File: config.mk
export PLATFORM = sky130hd
export DESIGN_NAME = controller
export DESIGN_NICKNAME = d
export VERILOG_FILES = /design/src/rtl/legCtrlPkg.sv /design/src/rtl/controller.sv /design/src/rtl/flagsReg.sv /design/src/rtl/storeMask.sv /design/src/rtl/condCheck.sv /design/src/rtl/instrDecoder.sv
export SDC_FILE = /design/constraint.sdc
export NUM_CORES = 1
export LEC_CHECK = 0
export ABC_AREA = 1
export BUFFER_PORTS_ARGS = -buffer_cell sky130_fd_sc_hd__buf_2
export CAP_MARGIN = 20
export CORE_AREA = 3 3 72 74
export CTS_BUF_LIST = sky130_fd_sc_hd__clkbuf_4 sky130_fd_sc_hd__clkbuf_8 sky130_fd_sc_hd__clkbuf_16
export CTS_CLUSTER_DIAMETER = 60
export DETAILED_ROUTE_END_ITERATION = 8
export DIE_AREA = 0 0 75 77
export PLACE_DENSITY = 0.77
export SETUP_SLACK_MARGIN = 0.05
export SLEW_MARGIN = 15
export SYNTH_ARGS = -nofsm -noshare
export SYNTH_HDL_FRONTEND = slang
export SYNTH_SLANG_ARGS = --single-unit
File: constraint.sdc
create_clock -name clk -period 1.5 [get_ports clk]
set_input_delay 0.15 -clock clk [delete_from_list [all_inputs] [get_ports clk]]
set_output_delay 0.15 -clock clk [all_outputs]
set_load 0.05 [all_outputs]
File: src/rtl/legCtrlPkg.sv
/*
  Shared definitions for the four-stage control pipeline.
  Holds the instruction field positions, the ALU opcode and condition
  code encodings and the flag types. Every RTL module imports it.
*/
package legCtrlPkg;

  typedef logic [31:0] instrT;     // Raw instruction word
  typedef logic [3:0]  flagsT;     // {N, Z, C, V}
  typedef logic [1:0]  flagWriteT; // [1] enables NZ, [0] enables CV
  typedef logic [3:0]  byteMaskT;  // One enable per byte lane

  // ARM condition codes, 1111 is never
  typedef enum logic [3:0] {
    CcEq = 4'b0000, CcNe, CcCs, CcCc,
    CcMi, CcPl, CcVs, CcVc,
    CcHi, CcLs, CcGe, CcLt,
    CcGt, CcLe, CcAl, CcNv
  } condT;

  // Data-processing opcodes, bits 24:21 of the instruction
  typedef enum logic [3:0] {
    AluAnd = 4'h0, AluEor, AluSub, AluRsb,
    AluAdd, AluAdc, AluSbc, AluRsc,
    AluTst, AluTeq, AluCmp, AluCmn,
    AluOrr, AluMov, AluBic, AluMvn
  } aluOpT;

  // Instruction field positions
  localparam int unsigned CondHi   = 31;
  localparam int unsigned CondLo   = 28;
  localparam int unsigned ClassHi  = 27; // 00 DP, 01 LDR/STR, 10 branch
  localparam int unsigned ClassLo  = 26;
  localparam int unsigned IBit     = 25; // Immediate select, also set for B
  localparam int unsigned OpHi     = 24;
  localparam int unsigned OpLo     = 21;
  localparam int unsigned LinkBit  = 24;
  localparam int unsigned UBit     = 23; // Offset added when set
  localparam int unsigned BBit     = 22; // Byte access
  localparam int unsigned SBit     = 20;
  localparam int unsigned LBit     = 20; // Load when set
  localparam int unsigned RdHi     = 15;
  localparam int unsigned RdLo     = 12;
  localparam int unsigned RegShBit = 4;  // Register-specified shift

  localparam logic [3:0] PcReg = 4'd15;

  localparam logic [1:0] ClassDp  = 2'b00;
  localparam logic [1:0] ClassMem = 2'b01;
  localparam logic [1:0] ClassBr  = 2'b10;

  // Flag bit positions inside flagsT
  localparam int unsigned FlagN = 3;
  localparam int unsigned FlagZ = 2;
  localparam int unsigned FlagC = 1;
  localparam int unsigned FlagV = 0;

  localparam flagWriteT FlagWriteNone = 2'b00;
  localparam flagWriteT FlagWriteNz   = 2'b10;
  localparam flagWriteT FlagWriteAll  = 2'b11;

  // Logical opcodes leave C and V alone here, no shifter carry
  function automatic logic isLogicalOp(aluOpT op);
    case (op)
      AluAnd, AluEor, AluTst, AluTeq,
      AluOrr, AluMov, AluBic, AluMvn: return 1'b1;
      default:                        return 1'b0;
    endcase
  endfunction

endpackage
File: src/rtl/controller.sv
/*
  Top level of the control pipeline (Decode, Execute, Memory, Writeback).
  Decodes instrD, carries the control bits down the stage registers and
  gates the register, memory and branch effects with the condition
  result in Execute. A hazard unit steers it: stall freezes every stage,
  flushE turns the instruction entering Execute into a bubble.
*/
module controller (
  input  logic                 clk,
  input  logic                 reset,
  input  logic                 stall,         // Freezes all stage registers
  input  logic                 flushE,        // Bubble into Execute
  input  legCtrlPkg::instrT    instrD,
  input  legCtrlPkg::flagsT    aluFlagsE,
  input  logic [31:0]          aluResultE,    // Effective address for stores
  output legCtrlPkg::aluOpT    aluControlE,
  output logic                 aluSrcE,
  output logic                 branchTakenE,
  output logic                 memWriteM,
  output legCtrlPkg::byteMaskT byteMaskM,
  output logic                 memtoRegW,
  output logic                 regWriteW,
  output logic                 pcSrcW,
  output legCtrlPkg::flagsT    flags
);

  import legCtrlPkg::*;

  logic      regWriteD, memWriteD, memtoRegD, branchD, aluSrcD, pcSrcD, byteAccessD;
  aluOpT     aluControlD;
  flagWriteT flagWriteD;

  logic      regWriteE, memWriteE, memtoRegE, branchE, pcSrcE, byteAccessE;
  flagWriteT flagWriteE;
  condT      condE;
  logic      condExE, setFlagsE;
  flagsT     flagsE, flagsNextE;
  byteMaskT  byteMaskE;
  logic      regWriteGatedE, memWriteGatedE, memtoRegGatedE, pcSrcGatedE;

  logic      regWriteM, memtoRegM, pcSrcM, setFlagsM;
  flagsT     flagsNextM;

  logic      setFlagsW;
  flagsT     flagsNextW;

  // ==================================================
  // Decode
  // ==================================================
  instrDecoder decoder (
    .instr      (instrD),
    .regWrite   (regWriteD),
    .memWrite   (memWriteD),
    .memtoReg   (memtoRegD),
    .branch     (branchD),
    .aluSrc     (aluSrcD),
    .pcSrc      (pcSrcD),
    .aluControl (aluControlD),
    .flagWrite  (flagWriteD),
    .byteAccess (byteAccessD)
  );

  always_ff @(posedge clk) begin
    if (reset) begin
      regWriteE   <= 1'b0;
      memWriteE   <= 1'b0;
      memtoRegE   <= 1'b0;
      branchE     <= 1'b0;
      pcSrcE      <= 1'b0;
      flagWriteE  <= FlagWriteNone;
      aluControlE <= AluAdd;
      aluSrcE     <= 1'b0;
      byteAccessE <= 1'b0;
      condE       <= CcNv;  // Nothing executes out of reset
    end else if (!stall) begin
      // Flush only clears the enables
      regWriteE   <= regWriteD & ~flushE;
      memWriteE   <= memWriteD & ~flushE;
      memtoRegE   <= memtoRegD & ~flushE;
      branchE     <= branchD & ~flushE;
      pcSrcE      <= pcSrcD & ~flushE;
      flagWriteE  <= flagWriteD & {2{~flushE}};
      aluControlE <= aluControlD;
      aluSrcE     <= aluSrcD;
      byteAccessE <= byteAccessD;
      condE       <= condT'(instrD[CondHi:CondLo]);
    end
  end

  // ==================================================
  // Execute
  // ==================================================
  condCheck cond (
    .cond      (condE),
    .flags     (flagsE),
    .aluFlags  (aluFlagsE),
    .flagWrite (flagWriteE),
    .condEx    (condExE),
    .flagsNext (flagsNextE),
    .setFlags  (setFlagsE)
  );

  storeMask lanes (
    .byteAccess (byteAccessE),
    .addrLow    (aluResultE[1:0]),
    .mask       (byteMaskE)
  );

  // Failed condition kills every effect
  assign branchTakenE   = branchE & condExE;
  assign regWriteGatedE = regWriteE & condExE;
  assign memWriteGatedE = memWriteE & condExE;
  assign memtoRegGatedE = memtoRegE & condExE; // No load from a skipped LDR
  assign pcSrcGatedE    = pcSrcE & condExE;

  always_ff @(posedge clk) begin
    if (reset) begin
      memWriteM  <= 1'b0;
      memtoRegM  <= 1'b0;
      regWriteM  <= 1'b0;
      pcSrcM     <= 1'b0;
      setFlagsM  <= 1'b0;
      byteMaskM  <= '0;
      flagsNextM <= '0;
    end else if (!stall) begin
      memWriteM  <= memWriteGatedE;
      memtoRegM  <= memtoRegGatedE;
      regWriteM  <= regWriteGatedE;
      pcSrcM     <= pcSrcGatedE;
      setFlagsM  <= setFlagsE;
      byteMaskM  <= byteMaskE;
      flagsNextM <= flagsNextE;
    end
  end

  // ==================================================
  // Memory to Writeback
  // ==================================================
  always_ff @(posedge clk) begin
    if (reset) begin
      memtoRegW  <= 1'b0;
      regWriteW  <= 1'b0;
      pcSrcW     <= 1'b0;
      setFlagsW  <= 1'b0;
      flagsNextW <= '0;
    end else if (!stall) begin
      memtoRegW  <= memtoRegM;
      regWriteW  <= regWriteM;
      pcSrcW     <= pcSrcM;
      setFlagsW  <= setFlagsM;
      flagsNextW <= flagsNextM;
    end
  end

  flagsReg nzcv (
    .clk       (clk),
    .reset     (reset),
    .stall     (stall),
    .setFlagsM (setFlagsM),
    .flagsM    (flagsNextM),
    .setFlagsW (setFlagsW),
    .flagsW    (flagsNextW),
    .flagsE    (flagsE),
    .flags     (flags)
  );

  // Branch, store and load stay exclusive as an instruction moves down
  branchNotMemA: assert property (@(posedge clk) disable iff (reset)
    branchTakenE && !stall |=> !memWriteM && !memtoRegM)
    else $error("Taken branch reached Memory as a load or store");

  storeNotLoadA: assert property (@(posedge clk) disable iff (reset)
    memWriteM && !stall |=> !memtoRegW)
    else $error("Store in Memory reached Writeback as a load");

  holdUnderStallA: assert property (@(posedge clk) disable iff (reset)
    stall |=> $stable({aluControlE, aluSrcE, branchTakenE, memWriteM, byteMaskM,
                       memtoRegW, regWriteW, pcSrcW, flags}))
    else $error("Control outputs moved while stalled");

endmodule

File: src/rtl/flagsReg.sv
/*
  Architectural NZCV register.
  Commits the Writeback copy of the flags at the edge that ends
  Writeback and forwards the newest pending flags back to Execute,
  so every instruction sees the flags of all older ones.
*/
module flagsReg (
  input  logic              clk,
  input  logic              reset,
  input  logic              stall,
  input  logic              setFlagsM,  // Instruction in Memory sets flags
  input  legCtrlPkg::flagsT flagsM,
  input  logic              setFlagsW,  // Instruction in Writeback sets flags
  input  legCtrlPkg::flagsT flagsW,
  output legCtrlPkg::flagsT flagsE,     // Forwarded to condCheck
  output legCtrlPkg::flagsT flags       // Committed flags
);

  import legCtrlPkg::*;

  // ==================================================
  // Committed flags
  // ==================================================
  always_ff @(posedge clk) begin
    if (reset) begin
      flags <= '0;
    end else if (setFlagsW && !stall) begin
      flags <= flagsW;  // Writeback retires
    end
  end

  // ==================================================
  // Forwarding to Execute
  // ==================================================
  // Memory holds the younger of the two pending copies
  always_comb begin
    if (setFlagsM) begin
      flagsE = flagsM;
    end else if (setFlagsW) begin
      flagsE = flagsW;
    end else begin
      flagsE = flags;
    end
  end

endmodule

File: src/rtl/storeMask.sv
/*
  Execute-stage byte-lane mask for stores.
  A word store writes all four lanes; a byte store writes the lane
  picked by the two low address bits from the ALU.
*/
module storeMask (
  input  logic                 byteAccess,
  input  logic [1:0]           addrLow,    // Low bits of the effective address
  output legCtrlPkg::byteMaskT mask
);

  import legCtrlPkg::*;

  byteMaskT laneSel;

  assign laneSel = byteMaskT'(4'b0001 << addrLow); // Little-endian lanes

  assign mask = byteAccess ? laneSel : 4'b1111;

  laneMaskA: assert final ($onehot(mask) || mask == 4'b1111)
    else $error("Store mask %b is neither one lane nor a full word", mask);

endmodule

File: src/rtl/condCheck.sv
/*
  Execute-stage condition check.
  Evaluates the condition field of the instruction in Execute against
  the forwarded NZCV and builds the flags it leaves behind.
  Combinational; the top level registers flagsNext and setFlags.
*/
module condCheck (
  input  legCtrlPkg::condT      cond,
  input  legCtrlPkg::flagsT     flags,     // Newest flags from older instructions
  input  legCtrlPkg::flagsT     aluFlags,  // Flags from the ALU this cycle
  input  legCtrlPkg::flagWriteT flagWrite,
  output logic                  condEx,
  output legCtrlPkg::flagsT     flagsNext,
  output logic                  setFlags
);

  import legCtrlPkg::*;

  logic n;
  logic z;
  logic c;
  logic v;

  assign n = flags[FlagN];
  assign z = flags[FlagZ];
  assign c = flags[FlagC];
  assign v = flags[FlagV];

  // ==================================================
  // ARM condition table
  // ==================================================
  always_comb begin
    case (cond)
      CcEq:    condEx = z;
      CcNe:    condEx = ~z;
      CcCs:    condEx = c;
      CcCc:    condEx = ~c;
      CcMi:    condEx = n;
      CcPl:    condEx = ~n;
      CcVs:    condEx = v;
      CcVc:    condEx = ~v;
      CcHi:    condEx = c & ~z;          // Unsigned higher
      CcLs:    condEx = ~c | z;          // Unsigned lower or same
      CcGe:    condEx = (n == v);
      CcLt:    condEx = (n != v);
      CcGt:    condEx = ~z & (n == v);
      CcLe:    condEx = z | (n != v);
      CcAl:    condEx = 1'b1;
      default: condEx = 1'b0;            // 1111 never executes
    endcase
  end

  // ==================================================
  // Next flags
  // ==================================================
  // NZ and CV halves are merged separately
  assign flagsNext[FlagN:FlagZ] = flagWrite[1] ? aluFlags[FlagN:FlagZ] : flags[FlagN:FlagZ];
  assign flagsNext[FlagC:FlagV] = flagWrite[0] ? aluFlags[FlagC:FlagV] : flags[FlagC:FlagV];

  // A failed condition leaves the flags untouched
  assign setFlags = (flagWrite != FlagWriteNone) & condEx;

  neverExecutesA: assert final (!(condEx && cond == CcNv))
    else $error("Instruction with condition 1111 passed the condition check");

endmodule

File: src/rtl/instrDecoder.sv
/*
  Decode-stage instruction decoder.
  Purely combinational: turns one 32-bit instruction into the control
  bits that travel down the pipeline. Anything outside data processing,
  word/byte LDR/STR and B comes out as a bubble with every enable low.
*/
module instrDecoder (
  input  legCtrlPkg::instrT     instr,
  output logic                  regWrite,
  output logic                  memWrite,
  output logic                  memtoReg,
  output logic                  branch,
  output logic                  aluSrc,     // 1 selects the immediate operand
  output logic                  pcSrc,
  output legCtrlPkg::aluOpT     aluControl,
  output legCtrlPkg::flagWriteT flagWrite,
  output logic                  byteAccess
);

  import legCtrlPkg::*;

  logic [1:0] opClass;
  aluOpT      dpOp;
  logic       isCompare;
  logic       dpSupported;
  logic       memSupported;
  logic       brSupported;
  logic       rdIsPc;

  assign opClass = instr[ClassHi:ClassLo];
  assign dpOp    = aluOpT'(instr[OpHi:OpLo]);
  assign rdIsPc  = (instr[RdHi:RdLo] == PcReg);

  // TST, TEQ, CMP, CMN only touch flags
  assign isCompare = (dpOp inside {AluTst, AluTeq, AluCmp, AluCmn});

  // ==================================================
  // Supported encodings
  // ==================================================
  // Register shifted by register shares its space with multiply
  // and the halfword transfers, all of them dropped
  // Compare opcodes without S are the misc space (MRS, MSR, BX, CLZ)
  assign dpSupported = (instr[IBit] | ~instr[RegShBit])
                     & ~(isCompare & ~instr[SBit]);

  assign memSupported = ~(instr[IBit] & instr[RegShBit]); // Else undefined
  assign brSupported  = instr[IBit] & ~instr[LinkBit];     // Plain B only, no BL, no LDM/STM

  // ==================================================
  // Control bits
  // ==================================================
  always_comb begin
    // Bubble defaults
    regWrite   = 1'b0;
    memWrite   = 1'b0;
    memtoReg   = 1'b0;
    branch     = 1'b0;
    aluSrc     = 1'b0;
    aluControl = AluAdd;
    flagWrite  = FlagWriteNone;
    byteAccess = 1'b0;

    case (opClass)
      ClassDp: begin
        if (dpSupported) begin
          aluSrc     = instr[IBit];  // Rotated immediate or register
          aluControl = dpOp;         // Opcode goes straight to the ALU
          regWrite   = ~isCompare;
          if (instr[SBit]) begin
            // Logical ops update NZ only
            flagWrite = isLogicalOp(dpOp) ? FlagWriteNz : FlagWriteAll;
          end
        end
      end

      ClassMem: begin
        if (memSupported) begin
          aluSrc     = ~instr[IBit];                   // I clear means 12-bit offset
          aluControl = instr[UBit] ? AluAdd : AluSub;  // Base plus or minus offset
          byteAccess = instr[BBit];
          if (instr[LBit]) begin
            regWrite = 1'b1;  // LDR
            memtoReg = 1'b1;
          end else begin
            memWrite = 1'b1;  // STR
          end
        end
      end

      ClassBr: begin
        if (brSupported) begin
          branch     = 1'b1;
          aluSrc     = 1'b1;  // PC plus shifted offset
          aluControl = AluAdd;
        end
      end

      default: begin
        // Coprocessor and SWI space stay a bubble
      end
    endcase
  end

  // Any register write to R15 redirects the PC, loads included
  assign pcSrc = branch | (regWrite & rdIsPc);

endmodule

==> summary.md <==
| Metric | Value |
|---|---|
| WS Path Type | `register to output port` |
| Final-report setup violation count | `6` |
| #FFs+latches synth | `42` |
| Via-per-instance ratio | `5.049` |
| Reg2reg path depth | `12` |
| Status | `finished with violations` |
| Slew Limit Fails | `0` |
| Die Wd | `approximately 75 µm` |
| DR vias | `2151` |
| Syn nets | `~370` |
| Layout Cells excl Fill | `between 400 and 500` |
| Clock tree root buffer cell | `clkbuf_8` |
| Fill count | `428` |
| Synth Flop Type | `dfxtp_1` |
| Layout cells sized above 1 | `roughly 32%` |
| DR WL/cell | `between 10 and 15 µm` |
| Grt met1 use | `approximately 22%` |
| CTS tree | `done` |
| Num CTS Buffers | `5` |
| Initial antenna violation count | `0` |
| First-pass DRT Iterations | `4` |
| Routability congestion estimate | `approximately 0.91` |
| Remaining global-route overflow | `0` |
| Routed WL | `between 4 and 5 mm` |
| Synth warn | `0` |
| LEAKAGE | `roughly 1.3 nW` |
| Final Hold Viols | `0` |
| Starting density of the core | `about 44%` |
| Clock sink count | `42` |
| Dpl cells | `between 400 and 500` |
| Site row count | `25` |
| Pin count of the biggest net entering global routing | `28` |
| Clock Skew | `0.004575 ns` |
| Clock Pin Slew Worst Setup and Hold Paths | `0.08 ns` |
| PortBufs | `44` |
| Layer with the highest usage | `met2` |
| Global Route Usage Sum | `between 10% and 20%` |
| Failing checks | `negative setup slack` |
| Slew HR | `80.16%` |
| Core area | `4661 µm²` |
| Max Cap Viol | `0` |
| Nets | `around 440` |
| Height of the chip | `between 70 and 80 µm` |
| Ports | `90` |
| Setup TNS | `-0.7181 ns` |
| M3 GR Usage | `approximately 5.5%` |
| Fmax | `0.5396 GHz` |
| Worst slew pin tran | `0.2976 ns` |
| Layout area overhead | `31.39%` |
| Final min period | `approximately 1.9 ns` |
| GR Util met2 | `a little under a third` |
| Worst Path Max Fanout | `6` |
| Total number of H-tree levels | `2` |
| Synth Area per Inst | `just under 7 µm²` |
| Max Root-Sink Buffers | `2` |
| Vias in the first global route | `just over 2000` |
| Hold path depth | `3` |
| Critical Path RT | `approximately 1.4 ns` |
| Pwr dens | `between 900 and 1000 nW/µm²` |
| Setup slack after layout | `-0.3531 ns` |
| Gate Count Post-Synth | `302` |
| RSZ-0062 raised after global routing | `yes` |
| EDFF count, synth | `0` |
| Hold_buf cts | `0` |
| DRT iter0 DRCs | `84` |
| Dpl hpwl | `3.583 mm` |
| Peak VDD IR | `approximately 0.00053 V` |
| N_diodes | `0` |
| Hold Path Class | `input port to register` |
| Worst skew pair latency | `~0.30 ns` |
| First-pass GRT wire length | `between 8 and 9 mm` |
| Final ANT Viol Nets | `0` |
| Seq/Total Area, Yosys | `approximately two fifths` |
| Signal arrival time at the worst endpoint | `between 1.5 and 2 ns` |
| Post-synthesis cell type count | `29` |
| Cell Area, Synth | `~2100 µm²` |
| Setup crit end kind | `output port` |
| Pwr Total | `roughly 2.5 mW` |
| Finished Cell Area | `2703 µm²` |
| Post-place instance area | `between 2000 and 3000 µm²` |
| DRC errors left | `0` |
| Die area | `approximately 5800 µm²` |
| Period utilisation layout | `123.5%` |
| Asr flop ratio synth | `0%` |
| Worst Setup Start Kind | `register` |
==> power breakdown <==
group	switching, mW	internal [mW]
logic	0.322	0.184
clock network	0.400	0.449
registers	0.0313	1.16
total	0.753	1.80
==> routing by layer <==
metal	vias to the layer above	share of wire, %
met1	963	45
li1	1126	-
met4	0	0.94
met3	6	5.6
met2	56	48
met5	-	0
==> critical path, stage by stage, from the launching register on <==
cell and delay [ns]:
dfxtp_4 0.39, inv_4 0.05, nand2_2 0.06, nand2_2 0.06
a21oi_2 0.16, nand2_2 0.10, nand2_2 0.07, nor2_2 0.04
nor2_2 0.12, nand2_2 0.08, nor2_4 0.11, nor2_4 0.04
buf_6 0.14
==> layout by cell type (no fill, tap or decap), types with 2 or more instances in the layout <==
cell type  count
nand2_1       60
dfxtp_4        6
dfxtp_1       35
inv_2          3
inv_4          2
nand4_1        5
clkbuf_8       5
a211oi_1       3
a21oi_1       28
nand3_1       11
nor2_4         2
buf_2         43
o21ai_2        5
nor2_2         2
buf_4         29
o211ai_1       5
o21ai_0       27
nor2_1        33
nand3_2        3
nor3_1         2
inv_1         35
nand2_2       12
==> worst paths after layout <==
check / start / endpoint / slack (ns)
min reg2reg: aluControlE[3] / aluControlE[3] / 0.47
max: setFlagsW / branchTakenE / -0.35
max reg2reg: setFlagsW / memWriteM / -0.09
min: instrD[28] / condE[0] / 0.06
==> per-stage QoR <==
stage	setup slack, ns	util, %	hold WS, ns
final	-0.3531	57.99	0.06365
after global routing	-0.4779	57.99	0.06194
after CTS	-0.3872	57.75	0.06614
after detailed placement	-0.2038	54.25	0.3742
after global placement	-0.1644	54.25	0.3679
after floorplan	-0.04808	-	0.2804
==> flip-flops by register name, indices dropped and copies added, names as in the netlist, 2 cells and up <==
name         flops
aluControlE      4
byteMaskM        4
condE            4
flagWriteE       2
flagsNextM       4
flagsNextW       4
nzcv.flags       4
==> kinds of logic (layout without fill, tap and decap cells) <==
kind of cell | count (synthesis) | in the layout | share of synthesized area [%]
buffers and inverters | 50 | 120 | 9.124
and+or+nand+nor | 134 | 134 | 29.38
DFF | 42 | 42 | 40.88
AOI/OAI and AO/OA | 76 | 76 | 20.62
==> cell usage after synthesis (2+ instances only) <==
cell type,count,area [µm²]
o21ai_1,6,30.03
dfxtp_1,42,840.8
nor2_1,35,131.4
nor3_1,2,10.01
o21ai_0,27,135.1
nand3_2,2,20.02
clkbuf_1,10,37.54
nor2_2,2,12.51
nand4_1,5,31.28
o211ai_1,5,37.54
nand3_1,12,60.06
a211oi_1,3,22.52
nand2_1,61,229.0
nand2_2,11,68.82
a21oi_1,28,140.1
inv_1,35,131.4
inv_2,4,15.01
==> area by class of cell <==
| type | count | area, µm² | area share (%) |
|---|---|---|---|
| clock inverters | 1 | 6.256 | 0.2315 |
| inverters | 39 | 148.9 | 5.509 |
| well taps | 54 | 67.56 | 2.500 |
| repair buffers | 73 | 444.2 | 16.44 |
| flip-flops and latches | 42 | 864.6 | 31.99 |
| clock buffers | 7 | 101.3 | 3.750 |
| multi-input cells | 210 | 1070 | 39.58 |
==> repair_timing <==
item	in CTS	in global routing
setup buffers	3	0
resized for setup	11	4
setup endpoints to repair	6	7
pin swaps	7	4
Power figures use the tool's default switching activity.
